===== src/include/sched_defs.svh =====
`ifndef SCHED_DEFS_SVH
`define SCHED_DEFS_SVH

// output ports behind the shared buffer
`define SCHED_NUM_PORTS 2

// stream widths
`define SCHED_DATA_W 32
`define SCHED_RANK_W 8
`define SCHED_TUSER_W 16

// user word layout
// bit 15 schedule valid, bit 8 destination port, bits 7..0 rank
`define SCHED_TUSER_VALID_BIT 15
`define SCHED_TUSER_RANK_LSB 0
`define SCHED_TUSER_PORT_BIT 8

// storage sizes
`define SCHED_BUF_DEPTH 12
`define SCHED_PIFO_DEPTH 8

`endif


===== src/sched_queue_pkg.sv =====
`include "sched_defs.svh"

package sched_queue_pkg;

    // slot index into the shared buffer
    localparam int BUF_ADDR_W = $clog2(`SCHED_BUF_DEPTH);

    // occupancy has to reach the full depth, hence the +1
    localparam int Q_DEPTH_W = $clog2(`SCHED_PIFO_DEPTH + 1);

    typedef logic [BUF_ADDR_W-1:0] buf_addr_t;

    // calendar entry, rank in the upper bits, slot below
    typedef logic [`SCHED_RANK_W+BUF_ADDR_W-1:0] pifo_entry_t;

    typedef logic [Q_DEPTH_W-1:0] q_depth_t;

endpackage


===== src/sched_stream_pkg.sv =====
`include "sched_defs.svh"

package sched_stream_pkg;

    // one packet is one data word
    typedef logic [`SCHED_DATA_W-1:0] data_word_t;

    // lower rank leaves first
    typedef logic [`SCHED_RANK_W-1:0] rank_t;

    // destination port index
    typedef logic [$clog2(`SCHED_NUM_PORTS)-1:0] port_idx_t;

    // raw user word as it arrives on the input strobe
    typedef logic [`SCHED_TUSER_W-1:0] tuser_t;

endpackage


===== src/sched_ifs.sv =====
`timescale 1ns/10ps

////////////////////////////////////////////////////////////
// calendar port, one per output
////////////////////////////////////////////////////////////

interface pifo_if;
    logic                        ins_strobe;
    sched_queue_pkg::pifo_entry_t ins_entry;
    logic                        full;
    logic                        pop_strobe;
    sched_queue_pkg::pifo_entry_t head_entry;
    logic                        empty;
    sched_queue_pkg::q_depth_t   depth;

    // enqueue side
    modport producer (output ins_strobe, output ins_entry, input full);

    // the sorted store itself
    modport calendar (input ins_strobe, input ins_entry, input pop_strobe,
                      output full, output head_entry, output empty, output depth);

    // dequeue engine side
    modport consumer (output pop_strobe, input head_entry, input empty);
endinterface

////////////////////////////////////////////////////////////
// buffer read path, one per output
////////////////////////////////////////////////////////////

interface buf_rd_if;
    logic                         rd_req;
    sched_queue_pkg::buf_addr_t   rd_addr;
    logic                         rd_grant;
    logic                         rd_valid;
    sched_stream_pkg::data_word_t rd_data;

    // req and addr held until the grant pulse
    modport requester (output rd_req, output rd_addr,
                       input rd_grant, input rd_valid, input rd_data);
    modport arbiter (input rd_req, input rd_addr,
                     output rd_grant, output rd_valid, output rd_data);
endinterface


===== src/buffer_arbiter.sv =====
`timescale 1ns/10ps
`include "sched_defs.svh"

module buffer_arbiter (
    input  logic                         axis_aclk,
    input  logic                         axis_resetn,
    input  sched_stream_pkg::data_word_t rd_data,
    output logic                         rd_strobe,
    output sched_queue_pkg::buf_addr_t   rd_addr,
    buf_rd_if.arbiter                    rd_ports [`SCHED_NUM_PORTS]
);
    import sched_stream_pkg::*;
    import sched_queue_pkg::*;

    localparam int NP = `SCHED_NUM_PORTS;

    logic [NP-1:0] req;
    logic [NP-1:0] grant;
    logic [NP-1:0] valid_q;
    buf_addr_t     req_addr [NP];
    port_idx_t     rr_ptr;
    port_idx_t     grant_idx;

    for (genvar g = 0; g < NP; g++) begin : gen_port
        assign req[g]               = rd_ports[g].rd_req;
        assign req_addr[g]          = rd_ports[g].rd_addr;
        assign rd_ports[g].rd_grant = grant[g];
        // data fans out to all, valid marks the owner
        assign rd_ports[g].rd_valid = valid_q[g];
        assign rd_ports[g].rd_data  = rd_data;
    end

    // search from the rotating pointer, first requester wins
    always_comb
    begin
        grant     = '0;
        grant_idx = rr_ptr;
        for (int k = NP - 1; k >= 0; k--)
        begin
            if (req[(int'(rr_ptr) + k) % NP])
            begin
                grant_idx = port_idx_t'((int'(rr_ptr) + k) % NP);
            end
        end
        grant[grant_idx] = req[grant_idx];
    end

    assign rd_strobe = |grant;
    assign rd_addr   = req_addr[grant_idx];

    always_ff @(posedge axis_aclk)
    begin
        if (!axis_resetn)
        begin
            rr_ptr  <= '0;
            valid_q <= '0;
        end
        else
        begin
            valid_q <= grant;
            // winner goes to the back of the line
            if (rd_strobe)
            begin
                rr_ptr <= port_idx_t'((int'(grant_idx) + 1) % NP);
            end
        end
    end

endmodule


===== src/enqueue_agent.sv =====
`timescale 1ns/10ps
`include "sched_defs.svh"

module enqueue_agent (
    input  logic                         axis_aclk,
    input  logic                         axis_resetn,
    input  logic                         in_valid,
    input  sched_stream_pkg::data_word_t in_data,
    input  sched_stream_pkg::tuser_t     in_tuser,
    input  sched_queue_pkg::buf_addr_t   alloc_addr,
    input  logic                         buf_full,
    output logic                         alloc_strobe,
    output sched_stream_pkg::data_word_t wr_data,
    output logic [15:0]                  drop_count,
    pifo_if.producer                     pifo_ports [`SCHED_NUM_PORTS]
);
    import sched_stream_pkg::*;
    import sched_queue_pkg::*;

    logic                        sched_valid;
    rank_t                       in_rank;
    port_idx_t                   in_port;
    logic [`SCHED_NUM_PORTS-1:0] port_full;
    logic                        admit;

    // user word fields
    assign sched_valid = in_tuser[`SCHED_TUSER_VALID_BIT];
    assign in_rank     = in_tuser[`SCHED_TUSER_RANK_LSB +: `SCHED_RANK_W];
    assign in_port     = in_tuser[`SCHED_TUSER_PORT_BIT +: $bits(port_idx_t)];

    // all three must hold, else the packet is lost
    assign admit = in_valid && sched_valid && !port_full[in_port] && !buf_full;

    // word goes straight into the free slot at the list head
    assign alloc_strobe = admit;
    assign wr_data      = in_data;

    for (genvar g = 0; g < `SCHED_NUM_PORTS; g++) begin : gen_port
        assign port_full[g] = pifo_ports[g].full;
        // insert only at the destination calendar
        assign pifo_ports[g].ins_strobe = admit && (in_port == port_idx_t'(g));
        assign pifo_ports[g].ins_entry  = {in_rank, alloc_addr};
    end

    // drop counter, one per refused strobe
    always_ff @(posedge axis_aclk)
    begin
        if (!axis_resetn)
        begin
            drop_count <= '0;
        end
        else if (in_valid && !admit)
        begin
            drop_count <= drop_count + 16'd1;
        end
    end

endmodule


===== src/pifo_calendar.sv =====
`timescale 1ns/10ps
`include "sched_defs.svh"

module pifo_calendar (
    input logic       axis_aclk,
    input logic       axis_resetn,
    pifo_if.calendar  pifo
);
    import sched_queue_pkg::*;

    localparam int D        = `SCHED_PIFO_DEPTH;
    localparam int RANK_MSB = $bits(pifo_entry_t) - 1;

    pifo_entry_t entries [D];
    pifo_entry_t shifted [D];
    pifo_entry_t nxt     [D];
    q_depth_t    depth;
    q_depth_t    cnt_after_pop;
    q_depth_t    ins_pos;

    assign pifo.head_entry = entries[0];
    assign pifo.depth      = depth;
    assign pifo.empty      = (depth == '0);
    assign pifo.full       = (depth == q_depth_t'(D));

    // pop first, then place the new entry in the shifted array
    always_comb
    begin
        shifted       = entries;
        cnt_after_pop = depth;
        if (pifo.pop_strobe)
        begin
            for (int i = 0; i < D - 1; i++)
            begin
                shifted[i] = entries[i + 1];
            end
            cnt_after_pop = depth - 1'b1;
        end

        // first strictly higher rank, so ties keep arrival order
        ins_pos = cnt_after_pop;
        for (int i = D - 1; i >= 0; i--)
        begin
            if (i < int'(cnt_after_pop) &&
                shifted[i][RANK_MSB -: `SCHED_RANK_W] >
                pifo.ins_entry[RANK_MSB -: `SCHED_RANK_W])
            begin
                ins_pos = q_depth_t'(i);
            end
        end

        nxt = shifted;
        if (pifo.ins_strobe)
        begin
            for (int i = 0; i < D; i++)
            begin
                if (i == int'(ins_pos))
                begin
                    nxt[i] = pifo.ins_entry;
                end
                else if (i > int'(ins_pos))
                begin
                    nxt[i] = shifted[i - 1];
                end
            end
        end
    end

    // next sorted order from the insert and pop logic
    always_ff @(posedge axis_aclk)
    begin
        entries <= nxt;
    end

    always_ff @(posedge axis_aclk)
    begin
        if (!axis_resetn)
        begin
            depth <= '0;
        end
        else if (pifo.ins_strobe && !pifo.pop_strobe)
        begin
            depth <= depth + 1'b1;
        end
        else if (pifo.pop_strobe && !pifo.ins_strobe)
        begin
            depth <= depth - 1'b1;
        end
    end

endmodule


===== src/pkt_buffer.sv =====
`timescale 1ns/10ps
`include "sched_defs.svh"

module pkt_buffer (
    input  logic                         axis_aclk,
    input  logic                         axis_resetn,
    input  logic                         alloc_strobe,
    input  sched_stream_pkg::data_word_t wr_data,
    input  logic                         rd_strobe,
    input  sched_queue_pkg::buf_addr_t   rd_addr,
    output sched_queue_pkg::buf_addr_t   alloc_addr,
    output logic                         buf_full,
    output sched_stream_pkg::data_word_t rd_data
);
    import sched_stream_pkg::*;
    import sched_queue_pkg::*;

    localparam buf_addr_t LAST = buf_addr_t'(`SCHED_BUF_DEPTH - 1);

    data_word_t          mem       [`SCHED_BUF_DEPTH];
    buf_addr_t           free_list [`SCHED_BUF_DEPTH];
    buf_addr_t           fl_head;
    buf_addr_t           fl_tail;
    logic [BUF_ADDR_W:0] free_cnt;

    // next free slot sits at the list head
    assign alloc_addr = free_list[fl_head];
    assign buf_full   = (free_cnt == '0);

    ////////////////////////////////////////////////////////////
    // free list
    ////////////////////////////////////////////////////////////

    always_ff @(posedge axis_aclk)
    begin
        if (!axis_resetn)
        begin
            // every slot starts free
            for (int i = 0; i < `SCHED_BUF_DEPTH; i++)
            begin
                free_list[i] <= buf_addr_t'(i);
            end
            fl_head  <= '0;
            fl_tail  <= '0;
            free_cnt <= (BUF_ADDR_W + 1)'(`SCHED_BUF_DEPTH);
        end
        else
        begin
            if (alloc_strobe)
            begin
                fl_head <= (fl_head == LAST) ? '0 : fl_head + 1'b1;
            end
            // read slot goes back to the tail
            if (rd_strobe)
            begin
                free_list[fl_tail] <= rd_addr;
                fl_tail <= (fl_tail == LAST) ? '0 : fl_tail + 1'b1;
            end
            if (alloc_strobe && !rd_strobe)
            begin
                free_cnt <= free_cnt - 1'b1;
            end
            else if (rd_strobe && !alloc_strobe)
            begin
                free_cnt <= free_cnt + 1'b1;
            end
        end
    end

    ////////////////////////////////////////////////////////////
    // data memory
    ////////////////////////////////////////////////////////////

    always_ff @(posedge axis_aclk)
    begin
        if (alloc_strobe)
        begin
            mem[alloc_addr] <= wr_data;
        end
        // one cycle read latency
        if (rd_strobe)
        begin
            rd_data <= mem[rd_addr];
        end
    end

endmodule


===== src/port_dequeue.sv =====
`timescale 1ns/10ps
`include "sched_defs.svh"

module port_dequeue (
    input  logic                         axis_aclk,
    input  logic                         axis_resetn,
    input  logic                         tready,
    output logic                         tvalid,
    output sched_stream_pkg::data_word_t tdata,
    output sched_stream_pkg::rank_t      trank,
    pifo_if.consumer                     pifo,
    buf_rd_if.requester                  rd
);
    import sched_stream_pkg::*;
    import sched_queue_pkg::*;

    localparam int RANK_MSB = $bits(pifo_entry_t) - 1;

    // busy from pop until the word comes back
    logic      busy;
    logic      req_q;
    buf_addr_t slot_q;
    rank_t     rank_q;

    // one word in the output register, one read in flight
    assign pifo.pop_strobe = !busy && (!tvalid || tready) && !pifo.empty;

    assign rd.rd_req  = req_q;
    assign rd.rd_addr = slot_q;

    always_ff @(posedge axis_aclk)
    begin
        if (!axis_resetn)
        begin
            busy   <= 1'b0;
            req_q  <= 1'b0;
            tvalid <= 1'b0;
        end
        else
        begin
            if (pifo.pop_strobe)
            begin
                busy  <= 1'b1;
                req_q <= 1'b1;
            end
            else if (rd.rd_valid)
            begin
                busy <= 1'b0;
            end
            // hold the request until granted
            if (rd.rd_grant)
            begin
                req_q <= 1'b0;
            end
            // output slot is always free when data returns
            if (rd.rd_valid)
            begin
                tvalid <= 1'b1;
            end
            else if (tready)
            begin
                tvalid <= 1'b0;
            end
        end
    end

    // payload registers
    always_ff @(posedge axis_aclk)
    begin
        if (pifo.pop_strobe)
        begin
            rank_q <= pifo.head_entry[RANK_MSB -: `SCHED_RANK_W];
            slot_q <= pifo.head_entry[BUF_ADDR_W-1:0];
        end
        if (rd.rd_valid)
        begin
            tdata <= rd.rd_data;
            trank <= rank_q;
        end
    end

endmodule


===== src/sched_top.sv =====
`timescale 1ns/10ps
`include "sched_defs.svh"

module sched_top (
    input  logic                         axis_aclk,
    input  logic                         axis_resetn,

    // input strobe, no back-pressure
    input  logic                         s_axis_tvalid,
    input  sched_stream_pkg::data_word_t s_axis_tdata,
    input  sched_stream_pkg::tuser_t     s_axis_tuser,

    // port 0
    input  logic                         m_axis_0_tready,
    output logic                         m_axis_0_tvalid,
    output sched_stream_pkg::data_word_t m_axis_0_tdata,
    output sched_stream_pkg::rank_t      m_axis_0_trank,
    output sched_queue_pkg::q_depth_t    q_size_0,

    // port 1
    input  logic                         m_axis_1_tready,
    output logic                         m_axis_1_tvalid,
    output sched_stream_pkg::data_word_t m_axis_1_tdata,
    output sched_stream_pkg::rank_t      m_axis_1_trank,
    output sched_queue_pkg::q_depth_t    q_size_1,

    output logic [15:0]                  drop_count
);
    import sched_stream_pkg::*;
    import sched_queue_pkg::*;

    localparam int NP = `SCHED_NUM_PORTS;

    // enqueue to buffer
    logic       alloc_strobe;
    data_word_t wr_data;
    buf_addr_t  alloc_addr;
    logic       buf_full;

    // arbiter to buffer
    logic       rd_strobe;
    buf_addr_t  rd_addr;
    data_word_t rd_data;

    // per-port outputs gathered into arrays
    logic [NP-1:0] tready_vec;
    logic [NP-1:0] tvalid_vec;
    data_word_t    tdata_vec  [NP];
    rank_t         trank_vec  [NP];
    q_depth_t      q_size_vec [NP];

    pifo_if   pifo_bus [NP] ();
    buf_rd_if rd_bus   [NP] ();

    enqueue_agent u_enqueue (
        .axis_aclk    (axis_aclk),
        .axis_resetn  (axis_resetn),
        .in_valid     (s_axis_tvalid),
        .in_data      (s_axis_tdata),
        .in_tuser     (s_axis_tuser),
        .alloc_addr   (alloc_addr),
        .buf_full     (buf_full),
        .alloc_strobe (alloc_strobe),
        .wr_data      (wr_data),
        .drop_count   (drop_count),
        .pifo_ports   (pifo_bus)
    );

    pkt_buffer u_buffer (
        .axis_aclk    (axis_aclk),
        .axis_resetn  (axis_resetn),
        .alloc_strobe (alloc_strobe),
        .wr_data      (wr_data),
        .rd_strobe    (rd_strobe),
        .rd_addr      (rd_addr),
        .alloc_addr   (alloc_addr),
        .buf_full     (buf_full),
        .rd_data      (rd_data)
    );

    buffer_arbiter u_arbiter (
        .axis_aclk   (axis_aclk),
        .axis_resetn (axis_resetn),
        .rd_data     (rd_data),
        .rd_strobe   (rd_strobe),
        .rd_addr     (rd_addr),
        .rd_ports    (rd_bus)
    );

    ////////////////////////////////////////////////////////////
    // one calendar and one dequeue engine per port
    ////////////////////////////////////////////////////////////

    for (genvar g = 0; g < NP; g++) begin : gen_port
        pifo_calendar u_calendar (
            .axis_aclk   (axis_aclk),
            .axis_resetn (axis_resetn),
            .pifo        (pifo_bus[g])
        );

        port_dequeue u_dequeue (
            .axis_aclk   (axis_aclk),
            .axis_resetn (axis_resetn),
            .tready      (tready_vec[g]),
            .tvalid      (tvalid_vec[g]),
            .tdata       (tdata_vec[g]),
            .trank       (trank_vec[g]),
            .pifo        (pifo_bus[g]),
            .rd          (rd_bus[g])
        );

        assign q_size_vec[g] = pifo_bus[g].depth;
    end

    // flat port names
    assign tready_vec      = {m_axis_1_tready, m_axis_0_tready};
    assign m_axis_0_tvalid = tvalid_vec[0];
    assign m_axis_0_tdata  = tdata_vec[0];
    assign m_axis_0_trank  = trank_vec[0];
    assign q_size_0        = q_size_vec[0];
    assign m_axis_1_tvalid = tvalid_vec[1];
    assign m_axis_1_tdata  = tdata_vec[1];
    assign m_axis_1_trank  = trank_vec[1];
    assign q_size_1        = q_size_vec[1];

endmodule

===== config.mk =====
export PLATFORM = sky130hd
export DESIGN_NAME = sched_top
export DESIGN_NICKNAME = d
export VERILOG_FILES = /design/src/sched_queue_pkg.sv /design/src/sched_stream_pkg.sv /design/src/sched_ifs.sv /design/src/buffer_arbiter.sv /design/src/enqueue_agent.sv /design/src/pifo_calendar.sv /design/src/pkt_buffer.sv /design/src/port_dequeue.sv /design/src/sched_top.sv
export VERILOG_INCLUDE_DIRS = /design/src /design/src/include
export SDC_FILE = /design/constraint.sdc
export NUM_CORES = 2
export LEC_CHECK = 0
export BUFFER_PORTS_ARGS = -buffer_cell sky130_fd_sc_hd__buf_2
export CORE_MARGIN = 2
export CORE_UTILIZATION = 50
export CTS_BUF_LIST = sky130_fd_sc_hd__clkbuf_2
export DETAILED_ROUTE_END_ITERATION = 10
export GPL_TIMING_DRIVEN = 1
export PLACE_DENSITY = 0.69
export SLEW_MARGIN = 40
export SYNTH_ARGS = -nofsm -noshare
export SYNTH_HDL_FRONTEND = slang
export SYNTH_SLANG_ARGS = --single-unit
export TNS_END_PERCENT = 5

===== constraint.sdc =====
create_clock -name axis_aclk -period 5.5 [get_ports axis_aclk]
set_input_delay 0.275 -clock axis_aclk [delete_from_list [all_inputs] [get_ports axis_aclk]]
set_output_delay 0.275 -clock axis_aclk [all_outputs]
set_load 0.01 [all_outputs]

**Word level (Yosys, flattened, before mapping)**

Memory sizes are Yosys's and may differ from the RTL's. A register that Yosys moved wholly into a read port is not among the register bits.
Cells that the tools add are included.

- Bits in writable memories: 432
- Register bits after elaboration: 342
- Output and inout port bits: 106
- Memories kept: 2
- Logic and storage cells: 290
- Input port bits: 53

- Mux-type cells: 95
- Reduce and logical (&&, ||, !) cells: 69
- Add/sub/neg operators: 11
- Equal/unequal tests: 18
- Bitwise gates (word level): 5
- $lt $le $gt $ge: 52

Memory list:

| memory | depth | width | read ports | clocked after Yosys merged registers in | write ports | RTL line | RTL |
|---|---|---|---|---|---|---|---|
| u_buffer.mem | 12 | 32 | 1 | 1 | 1 | pkt_buffer.sv:20 | `` data_word_t mem [`SCHED_BUF_DEPTH]; `` |
| u_buffer.free_list | 12 | 4 | 1 | 1 | 12 | pkt_buffer.sv:21 | `` buf_addr_t free_list [`SCHED_BUF_DEPTH]; `` |

Operators with widths:

| operator | count |
|---|---|
| $mux W12 | 30 |
| $mux W96 | 2 |
| $mux W84 | 2 |
| $gt A8 B8 Y1 | 16 |
| $mux W4 | 31 |
| $logic_and A1 B1 Y1 | 33 |
| $eq A4 B4 Y1 const A | 8 |
| $gt A3 B4 Y1 const A | 8 |
| $lt A3 B4 Y1 const A | 8 |
| $mux W1 | 27 |
| $reduce_bool A2 Y1 | 9 |
| $add A16 B1 Y16 const B | 1 |
| $add A4 B1 Y4 const B | 4 |
| $eq A3 B4 Y1 const A | 4 |
| $eq A4 B4 Y1 const B | 4 |
| $gt A2 B4 Y1 const A | 4 |
| $logic_not A4 Y1 | 4 |
| $lt A1 B4 Y1 const A | 4 |
| $lt A2 B4 Y1 const A | 4 |
| $logic_not A1 Y1 | 14 |
| $mux W5 | 2 |
| $eq A2 B4 Y1 const A | 2 |
| $gt A1 B4 Y1 const A | 2 |
| $sub A4 B1 Y4 const B | 2 |
| other kinds (17) | 25 |

**Logic depth before layout (Yosys ltp)**

- Depth after elaboration: 19
- Mapped depth: 23

**By module**

From an unflattened synthesis, not the netlist that was laid out.

- Cell total of the unflattened synthesis: 2881
- Area total of the unflattened synthesis: 39123.8 um^2

By module, submodules not included:

| module | cells each | seq. area each (um^2) | instances | area each (um^2) |
|---|---|---|---|---|
| pkt_buffer | 964 | 14754.2 | 1 | 19331.0 |
| pifo_calendar at gen_port[1].u_calendar | 813 | 2122.0 | 1 | 7511.0 |
| pifo_calendar at gen_port[0].u_calendar | 754 | 2122.0 | 1 | 7048.0 |
| port_dequeue | 62 | 1621.6 | 2 | 1686.6 |
| enqueue_agent | 145 | 320.3 | 1 | 1199.9 |
| buffer_arbiter | 81 | 60.1 | 1 | 660.6 |

**Worst setup path after synthesis**

Ideal clock, no wire load.

- Path kind: flip-flop to flip-flop
- Start point: register gen_port[1].u_calendar.depth[0]
- End point: register gen_port[1].u_calendar.entries[10] (netlist bit), data pin
- Arrival time: 4.996 ns
- Stages on the path, launching flop included: 23
- Clock period less this slack: 5.278 ns
- Library setup time: 0.283 ns
- Setup slack: 0.222 ns
- Buffers on the path: 7
- Path through: dfxtp_1 buf_2 inv_1 ha_1 a211oi_2 buf_6 clkbuf_1 clkbuf_1 buf_2 mux2i_1 inv_1 ha_1 nor2b_1 o211ai_1 a21oi_1 o211ai_1 o311a_1 nand2_1 nor3_2 and4_1 buf_2 buf_4 mux2i_1

- Cells in the longest elaborated chain, start to end: 16

RTL lines:

| element | RTL line | RTL |
|---|---|---|
| start: declaration | pifo_calendar.sv:17 | `q_depth_t depth;` |
| start signal: assignment | pifo_calendar.sv:83 | `depth <= depth + 1'b1;` |
| start signal: assignment | pifo_calendar.sv:87 | `depth <= depth - 1'b1;` |
| $logic_not A4 Y1 * | pifo_calendar.sv:23 | `assign pifo.empty = (depth == '0);` |
| $logic_not A1 Y1 * | port_dequeue.sv:26 | `assign pifo.pop_strobe = !busy && (!tvalid \|\| tready) && !pifo.empty;` |
| $logic_and A1 B1 Y1 * | port_dequeue.sv:26 |  |
| net gen_port[1].u_calendar.pifo.pop_strobe | sched_ifs.sv:20 | `modport calendar (input ins_strobe, input ins_entry, input pop_strobe,` |
| $mux W4 | pifo_calendar.sv:31 | `if (pifo.pop_strobe)` |
| $lt A3 B4 Y1 | pifo_calendar.sv:44 | `if (i < int'(cnt_after_pop) &&` |
| $logic_and A1 B1 Y1 | pifo_calendar.sv:44 |  |
| $mux W4 (8 in series) | pifo_calendar.sv:44 |  |
| $eq A4 B4 Y1 | pifo_calendar.sv:57 | `if (i == int'(ins_pos))` |
| $mux W12 * | pifo_calendar.sv:57 |  |
| end signal: assignment | pifo_calendar.sv:72 | `entries <= nxt;` |
| end: declaration | pifo_calendar.sv:14 | `pifo_entry_t entries [D];` |

The timed path passes the listed nets; every way through them passes the cells marked *. The select of a mux whose other input is x is not followed.
A chain may end at the register's enable or synchronous reset.

==> metrics.md <==
| Metric | Value |
|---|---|
| Die Height | `277 um` |
| Maximum fanout along the worst path | `33` |
| H-Tree Level Count | `4` |
| Count of TritonRoute iterations in the first routing pass | `6` |
| Total CTS buffers | `205` |
| Max VDD drop | `0.562 mV` |
| Chain of cells forming the critical path | `inv_1, ha_1, a211oi_4, buf_4, buf_12, mux2_2, ha_1, a211oi_1, o211ai_1, o21ai_0, a211o_1, o311a_1, a31oi_2, or4b_1, o22ai_2, a21oi_1` |
| Vias in the first global route | `25800` |
| Max-cap viol count | `0` |
| Number of nets produced by synthesis | `2979` |
| Initial cell density of the core | `50.4%` |
| Headroom to the max-slew limit | `43.1%` |
| XOR/XNOR share of the synthesized area | `0.586%` |
| Post-DP Area | `39600 sq um` |
| Category of the worst setup path launch point | `flop` |
| CTS tree | `built` |
| Worst min-delay path category | `primary input to flop` |
| Slowest Stage Delay on Critical Path | `760 ps` |
| Post-synth ARST share | `0%` |
| HPWL after DPL | `58.7 mm` |
| Final Instance Area | `42600 sq um` |
| Power share of the combinational group | `53.5%` |
| Maximum clock frequency | `191 MHz` |
| Power share of the clock group | `14.6%` |
| Pin count of the biggest net entering global routing | `64` |
| Antenna violations before repair | `3` |
| Post-synth top flop | `edfxtp_1` |
| Data required time at the worst endpoint | `6750 ps` |
| Fraction of final layout cells with drive strength greater than 1 | `25.2%` |
| Cell mode on critical path | `ha_1` |
| Cell types with the largest area share after synthesis | `edfxtp_1 49%, dfxtp_1 12%, mux4_2 6.7%, ha_1 4.8%, mux2i_1 4.2%` |
| Slowest-stage cell, CP | `or4b_1` |
| Cell-internal power | `16300 uW` |
| Post-CTS setup buffers | `0` |
| CTS clock-pin slew for the worst setup and hold paths | `90 ps` |
| Number of port buffers | `152` |
| Relative contribution of sequential cells to total power | `31.9%` |
| Most instantiated cells after synthesis | `608 x edfxtp_1, 314 x nand2_1, 218 x dfxtp_1` |
| Number of library cell types mapped by synthesis | `93` |
| Remaining global-route overflow | `0` |
| Count of final setup violators | `0` |
| Cell area after technology mapping | `37400 sq um` |
| Slew @ Worst Pin | `854 ps` |
| Maximum count of clock buffers along a single path | `3` |
| Final number of hold-violating endpoints | `0` |
| Time the worst path needs with I/O delays and setup | `5240 ps` |
| Synthesis-to-layout area growth | `14.0%` |
| #FFs+latches synth | `826` |
| Synth Area in Adders | `4.87%` |
| Main combinational cell family by area after synthesis | `multiplexers` |
| First-pass GRT wire length | `144 mm` |
| DRC Markers | `0` |
| CP Class | `flop to flop` |
| Most used standard cell by instance count after synthesis | `edfxtp_1` |
| Proportion of total power due to net switching | `43.3%` |
| Boundary Pins | `159` |
| Largest area contributor in the synthesized netlist | `edfxtp_1` |
| Result of the run | `finished clean` |
| Crit-path leading delay family | `compound AO/OA/AOI/OAI gates` |
| Post-route fraction of the period consumed by the critical path | `95.3%` |
| CP Capture Type | `flop` |
| Via total after detailed routing | `25100` |
| Data arrival, critical path | `6490 ps` |
| Number of buffers and inverters on the critical path | `3` |
| Net total in the final layout | `3374` |
| Total Negative Setup Slacks | `0 ps` |
| Buffer type at the clock tree root | `clkbuf_2` |
| Net Sw Power | `12500 uW` |
| Area fraction in and, or, nand and nor cells after synthesis | `8.73%` |
| Final setup skew | `121 ps` |
| Final RePlAce weighted congestion | `0.896` |
| Post-synthesis compound-gate area fraction | `9.23%` |
| Iter 0 DRT Violations | `1893` |
| Share of the yosys chip area belonging to registers | `60.5%` |
| Clk sinks | `826` |
| Cell Rows | `100` |
| Area of the placeable core | `74200 sq um` |
| Unrepaired setup endpoints after global routing | `true` |
| Routed Antenna Nets | `0` |
| Clk Latency, worst-skew pair | `1420 ps` |
| Power per cell area | `677 nW/um^2` |
| Post-layout util | `57.4%` |
| Number of synthesized flops with an enable pin | `608` |
| Number of instances in the synthesized netlist | `2781` |
| Number of synthesis warnings | `0` |
| Combined global-route utilization of all metal layers | `24.1%` |
| Die Footprint | `77000 sq um` |
| Detail-routed net length per standard cell | `21.5 um` |
| Mean Syn Cell Area | `13.4 sq um` |
| Post-synth top area share | `48.8%` |
| Drt via density | `5.80` |
| Total length of routed wires | `92.9 mm` |
| Static Leakage | `0.0163 uW` |
| Overall power after layout | `28800 uW` |
| Horizontal extent of the die | `277 um` |
| Multiplexer share of the synthesized area | `13.1%` |
| Final max-slew violation count | `0` |
[cell families after synthesis]
kind of cell | Yosys count
simple gates | 693
mux | 341
xor+xnor | 25
compound gates | 488
buf+inv | 263
flops | 826
fa+ha+maj | 145
[placed cells by master (no fill, tap or decap), drive strengths merged, types with 6 or more instances in the layout]
cell           n
clkinv        55
nand4         35
nor2b         34
o211ai        29
o2bb2ai        6
nand3         41
dlygate4sd3   95
or2            7
and2          31
buf          244
mux2          71
a31oi         45
o31ai         12
mux2i        158
edfxtp       608
ha           144
and3          12
a221oi        34
a21oi        102
a221o         12
xor2           6
a22oi         17
or3           11
o22ai         33
mux4         112
dfxtp        218
o21ai         98
nor2         138
inv          117
a21o          14
clkbuf       324
a21boi        19
nand2b        15
a211oi        15
a222oi        12
nor3          30
xnor2         19
nand2        318
[worst min-delay path: cells and delay by family]
kind / cells / cell delay (ps)
AND/OR/NAND/NOR: 1 / 340
AO/OA/AOI/OAI: 1 / 140
buffers and inverters: 2 / 680
[per-stage QoR]
step / instances / setup slack (ps) / hold WS (ps)
floorplan: 2781 / 222 / 374
global placement: 3839 / 460 / 403
detailed placement: 3843 / 291 / 405
CTS: 4324 / 220 / 2.54
global route: 4326 / -15.6 / 68.1
finish: 4326 / 259 / 162
[per-layer routing]
metal  vias up  part of all wire (%)  track usage, %
met5         -                 0.014               0
met2       920                    49            40.3
li1      11500                     -               -
met1     12500                    42            31.0
met3       171                   6.1            4.71
met4         2                   2.9            9.52
[path summary, 6_finish.rpt]
check        cells after the start  slack [ps]                            startpoint                                  to
max                             16         260  gen_port[1].u_calendar.pifo.depth[1]  gen_port[1].u_calendar.entries[33]
min                              4         160                       m_axis_1_tready        gen_port[1].u_dequeue.tvalid
max reg2reg                     16         260  gen_port[1].u_calendar.pifo.depth[1]  gen_port[1].u_calendar.entries[33]
min reg2reg                      0         410       gen_port[1].u_dequeue.rank_q[2]      gen_port[1].u_dequeue.trank[2]
[sequential cells by signal (all words and copies together) (netlist names), 16 cells and up, named ones only]
signal,cells
u_buffer.mem,384
gen_port.u_calendar.entries,168
gen_port.u_dequeue.tdata,64
u_buffer.free_list,64
u_buffer.rd_data,32
gen_port.u_calendar.pifo.head_entry,24
gen_port.u_dequeue.rank_q,16
gen_port.u_dequeue.trank,16
u_enqueue.drop_count,16
[power by group through the flow]
stage          clock network, uW  registers, uW  logic (uW)
2_1_floorplan                  0           9070       11400
3_3_place_gp                   0           9270       14600
3_5_place_dp                   0           9320       15200
4_1_cts                     4360           9190       15400
5_1_grt                     4660           9310       16900
6_report                    4220           9190       15400
[layout make-up]
class                   count  area (sq um)
fillers                  6012         31600
multi-input cells        1692         13900
well taps                 969          1210
flip-flops and latches    826         22600
inverters                 112           420
diodes                      2          5.00
clock inverters            62           377
clock buffers             324          1620
repair buffers            339          2500
[timing repair]
item | 4_1_cts | 5_1_grt
endpoints found under the hold margin | 755 | 0
setup endpoints to repair | 0 | 40
resized for setup | 0 | 5
hold buffers | 95 | 0
(Power assumes the default switching activity.)
